File: src/source/rename_pkg.sv
// Shared sizes and tag types for the rename free-list
// Every RTL file imports this package and pulls in only what it needs
// A physical register tag is one 6-bit word that is read either as a
// flat register number or as a bank and slot pair

package rename_pkg;

	// ==========================================================
	// Register file geometry
	// ==========================================================

	// Total physical registers tracked by the availability map
	localparam int num_pregs = 64;

	// One bank per rename lane
	localparam int num_banks = 4;

	// Registers held by each bank
	localparam int bank_size = num_pregs / num_banks;

	// ==========================================================
	// Tag types
	// ==========================================================

	// Register index inside one bank
	typedef logic [$clog2(bank_size)-1:0] slot_t;

	// Bank number, which is also the lane that owns the bank
	typedef logic [$clog2(num_banks)-1:0] bank_t;

	// Split view of a tag, bank in the upper bits
	typedef struct packed {
		bank_t bank;
		slot_t slot;
	} preg_fields_t;

	// The flat view indexes the map and the split view feeds the banks
	typedef union packed {
		logic [$clog2(num_pregs)-1:0] flat;
		preg_fields_t                 f;
	} preg_t;

endpackage

File: src/source/free_list_scanner.sv
// Bulk-free drain for one bank
// Holds one pending bit per slot of the bank and offers the lowest
// pending slot every enabled cycle; the bank takes it when the lane
// has no direct free, and the bit clears at the following edge

module free_list_scanner (
	input  logic                              clk,
	input  logic                              rst,
	input  logic                              en,
	input  logic [rename_pkg::bank_size-1:0] bulk_free,
	input  logic                              take,
	output logic                              scan_valid,
	output rename_pkg::slot_t                 scan_slot
);
	import rename_pkg::*;

	// Slots that were freed in bulk and are not yet in the FIFO
	logic [bank_size-1:0] pending;

	// One-hot of the slot handed to the bank this cycle
	logic [bank_size-1:0] take_mask;

	// Nothing is offered while the core is frozen
	assign scan_valid = en & (|pending);

	// Lowest set bit wins, so the drain runs in ascending slot order
	always_comb begin
		scan_slot = '0;
		for (int i = bank_size - 1; i >= 0; i--) begin
			if (pending[i])
				scan_slot = slot_t'(i);
		end
	end

	assign take_mask = {{(bank_size - 1){1'b0}}, take} << scan_slot;

	// Reset marks every slot pending so the bank fills itself
	// New bulk frees merge in and the taken slot drops out
	always_ff @(posedge clk) begin
		if (rst) begin
			pending <= '1;
		end
		else if (en) begin
			pending <= (pending | bulk_free) & ~take_mask;
		end
	end

endmodule

File: src/source/free_tag_fifo.sv
// Circular FIFO of free slot numbers for one bank
// The head entry is the next tag handed out when the lane has neither
// a direct free nor a scanned slot to bypass
// Push and pop may happen in the same cycle; the depth equals the bank
// size, and since each slot lives in one place only it cannot overflow

module free_tag_fifo (
	input  logic              clk,
	input  logic              rst,
	input  logic              en,
	input  logic              push,
	input  rename_pkg::slot_t push_slot,
	input  logic              pop,
	output rename_pkg::slot_t head_slot,
	output logic              empty
);
	import rename_pkg::*;

	// ==========================================================
	// Storage and pointers
	// ==========================================================

	// Entry storage, one slot number per entry
	slot_t mem [bank_size];

	// Pointers wrap naturally since the depth is a power of two
	slot_t wr_ptr;
	slot_t rd_ptr;

	// Occupancy needs one extra bit to hold a full count
	logic [$clog2(bank_size + 1)-1:0] count;

	// Qualified strobes; a pop on an empty FIFO is dropped
	logic do_push;
	logic do_pop;

	assign do_push = en & push;
	assign do_pop  = en & pop & ~empty;

	assign empty     = (count == '0);
	assign head_slot = mem[rd_ptr];

	// ==========================================================
	// Update
	// ==========================================================

	// Each accepted push writes its slot at the tail pointer
	always_ff @(posedge clk) begin
		if (do_push)
			mem[wr_ptr] <= push_slot;
	end

	always_ff @(posedge clk) begin
		if (rst) begin
			wr_ptr <= '0;
			rd_ptr <= '0;
			count  <= '0;
		end
		else begin
			if (do_push)
				wr_ptr <= wr_ptr + 1'b1;
			if (do_pop)
				rd_ptr <= rd_ptr + 1'b1;
			// Simultaneous push and pop leave the count unchanged
			if (do_push & ~do_pop)
				count <= count + 1'b1;
			else if (do_pop & ~do_push)
				count <= count - 1'b1;
		end
	end

endmodule

File: src/source/rename_bank.sv
// One rename lane and its bank of physical registers
// Picks the lane's tag from a direct free, then a scanned slot, then the
// FIFO head, and reports to the tracker which register became free or
// was allocated; the lane index comes from the top-level generate loop

module rename_bank #(
	parameter int lane = 0
) (
	input  logic                              clk,
	input  logic                              rst,
	input  logic                              en,
	input  logic                              alloc_go,
	input  logic                              free_valid,
	input  rename_pkg::preg_t                 free_tag,
	input  logic [rename_pkg::bank_size-1:0] bulk_free,
	output rename_pkg::preg_t                 alloc_tag,
	output logic                              bank_stall,
	output logic                              set_valid,
	output rename_pkg::preg_t                 set_tag,
	output logic                              clr_valid,
	output rename_pkg::preg_t                 clr_tag
);
	import rename_pkg::*;

	logic  scan_valid;
	slot_t scan_slot;
	slot_t head_slot;
	logic  empty;
	logic  take;
	logic  push;
	logic  pop;

	// Slot that arrives this cycle from a free or from the scan
	slot_t new_slot;

	// ==========================================================
	// Source selection
	// ==========================================================

	// A direct free always beats the scan, which then waits a cycle
	assign take     = scan_valid & ~free_valid;
	assign new_slot = free_valid ? free_tag.f.slot : scan_slot;

	// Without an arriving slot, the FIFO must supply one
	assign bank_stall = empty & ~free_valid & ~scan_valid;

	// Arriving slot goes to the FIFO unless the lane takes it directly
	assign push = (free_valid | scan_valid) & ~alloc_go;
	assign pop  = alloc_go & ~free_valid & ~scan_valid;

	// Tags are rebuilt from slots with this lane's bank number
	always_comb begin
		alloc_tag.f.bank = bank_t'(lane);
		alloc_tag.f.slot = (free_valid | scan_valid) ? new_slot : head_slot;
		set_tag.f.bank   = bank_t'(lane);
		set_tag.f.slot   = new_slot;
		clr_tag.f.bank   = bank_t'(lane);
		clr_tag.f.slot   = head_slot;
	end

	// A bypassed tag was never marked free, so the map needs no action
	assign set_valid = push;
	assign clr_valid = pop;

	// ==========================================================
	// Scanner and FIFO
	// ==========================================================

	free_list_scanner i_scanner (
		.clk        (clk),
		.rst        (rst),
		.en         (en),
		.bulk_free  (bulk_free),
		.take       (take),
		.scan_valid (scan_valid),
		.scan_slot  (scan_slot)
	);

	free_tag_fifo i_fifo (
		.clk       (clk),
		.rst       (rst),
		.en        (en),
		.push      (push),
		.push_slot (new_slot),
		.pop       (pop),
		.head_slot (head_slot),
		.empty     (empty)
	);

endmodule

File: src/source/avail_tracker.sv
// Availability map and global stall for the rename stage
// Collects the per-bank stall levels into one stall, gates the lane
// allocate strobes with it, and keeps one bit per physical register
// that the reorder buffer reads to see which registers are free

module avail_tracker (
	input  logic                                              clk,
	input  logic                                              rst,
	input  logic                                              en,
	input  logic [rename_pkg::num_banks-1:0]                 alloc,
	input  logic [rename_pkg::num_banks-1:0]                 bank_stall,
	input  logic [rename_pkg::num_banks-1:0]                 set_valid,
	input  rename_pkg::preg_t [rename_pkg::num_banks-1:0]    set_tag,
	input  logic [rename_pkg::num_banks-1:0]                 clr_valid,
	input  rename_pkg::preg_t [rename_pkg::num_banks-1:0]    clr_tag,
	output logic [rename_pkg::num_banks-1:0]                 alloc_go,
	output logic                                              stall,
	output logic [rename_pkg::num_pregs-1:0]                 avail
);
	import rename_pkg::*;

	// ==========================================================
	// Stall and allocate gating
	// ==========================================================

	// One empty bank holds back every lane so the group stays in order
	assign stall = |bank_stall;

	// While stalled all allocs are dropped; frees and scans still run
	assign alloc_go = alloc & {num_banks{~stall}};

	// ==========================================================
	// Map update
	// ==========================================================

	// Each lane owns its own bank, so the set and clear indexes of
	// different lanes never collide within one cycle
	always_ff @(posedge clk) begin
		if (rst) begin
			avail <= '0;
		end
		else if (en) begin
			for (int i = 0; i < num_banks; i++) begin
				// Register entered the FIFO and is now free
				if (set_valid[i])
					avail[set_tag[i].flat] <= 1'b1;
				// Register popped from the FIFO for allocation
				if (clr_valid[i])
					avail[clr_tag[i].flat] <= 1'b0;
			end
		end
	end

endmodule

File: src/source/reg_renamer.sv
// Physical register free-list for the rename stage
// Four lanes, each bound to one bank of sixteen registers, allocate and
// free one tag per cycle; bulk_free returns many registers after a flush
// avail and stall go to the reorder buffer and the dispatch logic

module reg_renamer (
	input  logic                                           clk,
	input  logic                                           rst,
	input  logic                                           en,
	input  logic [rename_pkg::num_banks-1:0]              alloc,
	input  logic [rename_pkg::num_banks-1:0]              free_valid,
	input  rename_pkg::preg_t [rename_pkg::num_banks-1:0] free_tags,
	input  logic [rename_pkg::num_pregs-1:0]              bulk_free,
	output rename_pkg::preg_t [rename_pkg::num_banks-1:0] alloc_tags,
	output logic [rename_pkg::num_pregs-1:0]              avail,
	output logic                                           stall
);
	import rename_pkg::*;

	logic  [num_banks-1:0] alloc_go;
	logic  [num_banks-1:0] bank_stall;
	logic  [num_banks-1:0] set_valid;
	preg_t [num_banks-1:0] set_tag;
	logic  [num_banks-1:0] clr_valid;
	preg_t [num_banks-1:0] clr_tag;

	// ==========================================================
	// Banks, one per lane
	// ==========================================================

	// Bulk-free bit n lands in bank n / bank_size, slot n % bank_size
	for (genvar i = 0; i < num_banks; i++) begin : g_bank
		rename_bank #(
			.lane (i)
		) i_bank (
			.clk        (clk),
			.rst        (rst),
			.en         (en),
			.alloc_go   (alloc_go[i]),
			.free_valid (free_valid[i]),
			.free_tag   (free_tags[i]),
			.bulk_free  (bulk_free[i*bank_size +: bank_size]),
			.alloc_tag  (alloc_tags[i]),
			.bank_stall (bank_stall[i]),
			.set_valid  (set_valid[i]),
			.set_tag    (set_tag[i]),
			.clr_valid  (clr_valid[i]),
			.clr_tag    (clr_tag[i])
		);
	end

	avail_tracker i_tracker (
		.clk        (clk),
		.rst        (rst),
		.en         (en),
		.alloc      (alloc),
		.bank_stall (bank_stall),
		.set_valid  (set_valid),
		.set_tag    (set_tag),
		.clr_valid  (clr_valid),
		.clr_tag    (clr_tag),
		.alloc_go   (alloc_go),
		.stall      (stall),
		.avail      (avail)
	);

endmodule

File: config.mk
export PLATFORM = sky130hd
export DESIGN_NAME = reg_renamer
export DESIGN_NICKNAME = d
export VERILOG_FILES = /design/src/source/rename_pkg.sv /design/src/source/free_list_scanner.sv /design/src/source/free_tag_fifo.sv /design/src/source/rename_bank.sv /design/src/source/avail_tracker.sv /design/src/source/reg_renamer.sv
export SDC_FILE = /design/constraint.sdc
export NUM_CORES = 1
export LEC_CHECK = 0
export BUFFER_PORTS_ARGS = -buffer_cell sky130_fd_sc_hd__buf_2
export CORE_ASPECT_RATIO = 1.5
export CORE_MARGIN = 2
export CORE_UTILIZATION = 62
export CTS_BUF_LIST = sky130_fd_sc_hd__clkbuf_16
export DETAILED_ROUTE_END_ITERATION = 6
export GPL_TIMING_DRIVEN = 0
export MAX_ROUTING_LAYER = met4
export PLACE_DENSITY = 0.89
export SLEW_MARGIN = 10
export SYNTH_ARGS = -nofsm -noshare
export SYNTH_HDL_FRONTEND = slang
export SYNTH_SLANG_ARGS = --single-unit
File: constraint.sdc
create_clock -name clk -period 10.6 [get_ports clk]
set_input_delay 2.12 -clock clk [delete_from_list [all_inputs] [get_ports clk]]
set_output_delay 2.12 -clock clk [all_outputs]
set_load 0.05 [all_outputs]
* Word-level counts from Yosys, hierarchy flattened
Memories as Yosys holds them, arrays and structs flattened. A register that Yosys moved wholly into a read port is not among the register bits. Index checks and enable logic that the tools add are counted.
Cells by class: bitwise gates (word level) 102, shift operators 4, reductions and logical operators 21, mux-type cells 134, add/sub/neg operators 16, order comparisons 16
Operators with widths (number):
- 2-to-1 mux 64 bit | 22
- 2-to-1 mux 4 bit | 80
- AND 64 bit | 4
- AND 16 bit | 4
- NOT 16 bit | 4
- NOT 16 -> 64 bit | 1
- NOT 32 -> 64 bit | 1
- NOT 48 -> 64 bit | 1
- NOT 64 bit | 1
- OR 16 bit | 4
- OR 64 x 16 -> 64 bit | 1
- OR 64 x 32 -> 64 bit | 1
- OR 64 x 48 -> 64 bit | 1
- OR 64 bit | 1
- OR reduction 16 bit | 4
- left shift 1 x 4 -> 16 bit | 4
- AND 1 bit | 48
- 2-to-1 mux 5 bit | 8
- adder 4 x 1 -> 4 bit, second input constant | 8
- demux 1 bit (select 4 bit) | 8
- < comparator 6 x 7 -> 1 bit, second input constant | 4
- NOT 1 bit | 25
- >= comparator 6 x 1 -> 1 bit, second input constant | 4
- adder 5 x 1 -> 5 bit, second input constant | 4
- 12 further kinds | 50
Storage, ports and cells: output and inout port bits 89, bits in registers 180, logic and storage cells 314, RAM bits 256, memories kept 4
Memories:
- g_bank[0].i_bank.i_fifo.mem | words 16, bits a word 4, read ports 1, clocked after memory_dff 1, wr ports 1, RTL line free_tag_fifo.sv:24 | slot_t mem [bank_size];
- g_bank[1].i_bank.i_fifo.mem | words 16, bits a word 4, read ports 1, clocked after memory_dff 1, wr ports 1, RTL line free_tag_fifo.sv:24
- g_bank[2].i_bank.i_fifo.mem | words 16, bits a word 4, read ports 1, clocked after memory_dff 1, wr ports 1, RTL line free_tag_fifo.sv:24
- g_bank[3].i_bank.i_fifo.mem | words 16, bits a word 4, read ports 1, clocked after memory_dff 1, wr ports 1, RTL line free_tag_fifo.sv:24

* Depth between registers and ports, before layout
depth in word-level cells 51, mapped depth 18, depth with buffers taken out 14

* Cells and area by module
Synthesis repeated with hierarchy kept, for this count alone.
Second synthesis, totals: cells, all modules 2343, area total of the unflattened synthesis 25269.2 um2
Modules (own cells, without submodules):
- free_tag_fifo (g_bank[0].i_bank.i_fifo ...) | times used 3, cells an instance 212, area an instance 3402.0 um2
- avail_tracker | times used 1, cells an instance 963, area an instance 7267.0 um2
- free_list_scanner | times used 4, cells an instance 99, area an instance 880.8 um2
- free_tag_fifo (g_bank[3].i_bank.i_fifo) | times used 1, cells an instance 210, area an instance 3424.5 um2
- rename_bank (g_bank[1].i_bank ...) | times used 2, cells an instance 35, area an instance 214.0 um2
- rename_bank (g_bank[0].i_bank ...) | times used 2, cells an instance 34, area an instance 210.2 um2

* Worst setup path after synthesis
OpenSTA, ideal clock, no wires.
kind in2out, start input en, end output alloc_tags[3] in the netlist's numbering, path slack 4.108 ns, arrival 4.372 ns, stages on the path 6, path through clkbuf_1 > clkbuf_1 > clkbuf_1 > clkbuf_1 > a21oi_1 > o21ai_0
RTL lines:
- start: declaration | RTL line reg_renamer.sv:9 | input logic en,
- end: declaration | RTL line reg_renamer.sv:14 | output rename_pkg::preg_t [rename_pkg::num_banks-1:0] alloc_tags,

==> run metrics <==
Worst Tran Pin Value 1.01 ns; Comb power frac 19.4%; PortBufs 166; fin nets 2059; count leader, synth edfxtp_1; worst min path class register to register; fmax 0.129 GHz; DRT Pass-1 Iters 6; CTS buffer count 41; CTS clk-pin slew, worst paths 0.06 ns; Min-Delay Startpoint g_bank[0].i_bank.i_fifo.count[4]; Synth top area share 37.7%; outcome finished, final reports clean; CTS tree yes; Final Hold Fails 0; vias in the first global route 15100; Psw 0.00126 W; met3 GRT Util 4.26%; CP max-delay cell clkbuf_1; fin worst setup slack 2.85 ns; Worst R2R End g_bank[3].i_bank.i_fifo.count[4]; dpl cell area 0.0218 sq mm; layout cells sized above 1 19.3%; most common flop cell mapped by yosys edfxtp_1; register bit total from synthesis 452; Max-slew headroom 32.4%; H-Tree Depth 2; Gate Count Post-Synth 1701; post-cts sizing count 0; Iteration-0 DRC Markers 1162; die height 226 um; I/O Pins 188; Synth cell types 62; top post-synthesis cells by area edfxtp_1, dfxtp_1, mux4_2, a21oi_1, nor2_1; Core Box Area 0.0325 sq mm; grt met1 use 35.7%; final period utilization 73.1%; Setup Buffers After CTS 0; GR Layer Usage met2 55.9%; Fin Clk Skew 0.0293 ns; async set-reset flop share out of synthesis 0%; Seq/Total Area, Yosys 56.9%; DRC violations left 0; Critical Path Max Stage Delay 0.64 ns; Area Growth Syn to Fin 13.9%; largest net degree at the start of global routing 26; worst skew pair latency 0.56 ns; grt ovf 0; Crit. End Element primary output; RR Startpoint g_bank[0].i_bank.i_scanner.pending[1]; Final Setup Violations 0; first-pass GRT wire length 83.1 mm; Hold Buf Count CTS 0; Syn Area/Cell 12.0 sq um; final setup TNS 0 ns; Mapped Area 0.0204 sq mm; EDFF count, synth 256; die width 152 um; peak supply drop 167 uV; crit path cell chain buf_2 -> clkbuf_1 -> clkbuf_1 -> clkbuf_1 -> clkbuf_1 -> nand2_1 -> a221o_1 -> nand2_1 -> buf_2; Sw Share 28.9%; Data required, critical path 8.48 ns; final instance area 0.0232 sq mm; most frequent cell on the critical path clkbuf_1; clock tree buffer depth 3; die area 0.0344 sq mm; initial core utilization 62.7%; dpl hpwl 40.2 mm; critical path fanouts, max 10; final core occ 71.4%; MaxCap Viol Count 0; reg2reg setup slack 5.49 ns; Setup WS pre-CTS 3.03 ns; unrepaired setup endpoints after global routing false; pwr/cell area 188 mW/mm^2; Crit path arrival time 5.63 ns; GRT Overall Usage 32.0%; final worst path period need 7.75 ns; static leakage 8.68 nW; total wire length 54.8 mm; Placer Congestion 0.950; DR WL/cell 23.1 um; Worst setup SP type input pin; Clock power frac 35.3%; Via Count 15100; Commonest cells post-synth edfxtp_1, dfxtp_1, nor2_1, a21oi_1, a211oi_1; hold worst-path end g_bank[0].i_bank.i_fifo.count[4]; sequential share of power 45.3%; hold path depth 2; GRT busiest layer met2; Ys Warns 0; fillers 2158; Site Rows 81; CP Class input pin to primary output; Root Buffer Master clkbuf_16; DR vias/cell 6.38; antenna viol nets, final 0; initial antenna violation count 6; Synth area leader edfxtp_1; sink count of the clock tree 452; Max Slew Vio Count 0; Internal Power 0.00311 W; Worst Reg2Reg Path Length in Cells 16
[power by group through the flow]
stage	Clock, W	Combinational, W	Sequential [W]
floorplan	0	0.000572	0.00202
global placement	0	0.000786	0.00201
detailed placement	0	0.000824	0.00202
CTS	0.00155	0.000834	0.00198
global route	0.00161	0.000900	0.00199
finish	0.00155	0.000847	0.00198
[critical path: cells and delay by family]
family          cells  cell delay (ns)
compound gates      1             0.34
buf+inv             6             2.93
simple gates        2             0.21
[stage by stage]
step,hold WS [ns],power [W],std cells
5_1_grt,0.510,0.00450,2373
2_1_floorplan,0.453,0.00260,1707
3_5_place_dp,0.483,0.00284,2292
6_report,0.496,0.00437,2375
3_3_place_gp,0.466,0.00280,2288
4_1_cts,0.495,0.00436,2367
[cells in the final DEF, fill, tap and decap left out, types with 12 or more instances in the layout]
cell type / count
a211oi_1: 73
a21o_1: 19
a21oi_1: 165
a21oi_4: 16
a221oi_1: 14
a31oi_1: 31
and2_1: 22
and3_1: 62
buf_2: 171
buf_4: 12
clkbuf_1: 62
clkbuf_16: 45
dfxtp_1: 196
edfxtp_1: 256
ha_1: 36
inv_1: 43
mux4_2: 68
nand2_1: 69
nand3_1: 27
nor2_1: 168
nor2b_1: 46
nor3_1: 26
nor4_1: 18
o21ai_0: 19
o21bai_1: 47
or2_2: 22
or4_1: 16
xnor2_1: 14
xor2_1: 26
[registers in the layout, summed over array words and instances, names as in the netlist, named ones only]
signal,count
g_bank.i_bank.i_fifo.mem,256
g_bank.i_bank.i_fifo.rd_ptr,16
g_bank.i_bank.i_fifo.wr_ptr,16
g_bank.i_bank.i_fifo.count,20
g_bank.i_bank.i_scanner.pending,64
i_tracker.avail,64
[worst max path at each step]
stage | depth (start not counted) | from | slack (ns) | to
finish | 9 | en | 2.85 | alloc_tags[15]
global route | 8 | en | 2.80 | alloc_tags[9]
CTS | 9 | en | 3.02 | alloc_tags[15]
detailed placement | 9 | en | 3.03 | alloc_tags[15]
global placement | 9 | en | 3.05 | alloc_tags[15]
floorplan | 6 | en | 4.11 | alloc_tags[3]
[final cells by class]
type / instances / area (sq um) / share of cell area (%)
Tap cell: 415 / 519 / 2.23
Buffer: 89 / 420 / 1.81
Clock buffer: 45 / 1130 / 4.85
Timing Repair Buffer: 170 / 861 / 3.70
Sequential cell: 452 / 11600 / 50.0
Multi-Input combinational cell: 1126 / 8260 / 35.5
Clock inverter: 30 / 274 / 1.18
Inverter: 40 / 150 / 0.646
Antenna cell: 8 / 20.0 / 0.0861
[layer usage]
| layer | up-vias | wire length [um] |
|---|---|---|
| li1 | 6883 | - |
| met3 | 180 | 3590 |
| met2 | 722 | 28700 |
| met4 | 0 | 2930 |
| met1 | 7357 | 19500 |
| met5 | - | 0 |
[logic make-up after synthesis]
logic type / count (synthesis) / share of synthesized area (%)
AOI/OAI and AO/OA: 450 / 15.2
buffers and inverters: 129 / 2.80
DFF: 452 / 56.9
muxes: 81 / 8.16
other: 2 / 0.0368
xor gates and xnor gates: 40 / 1.72
adders and majority gates: 40 / 2.60
and+or+nand+nor: 507 / 12.5
(Power assumes the default switching activity.)
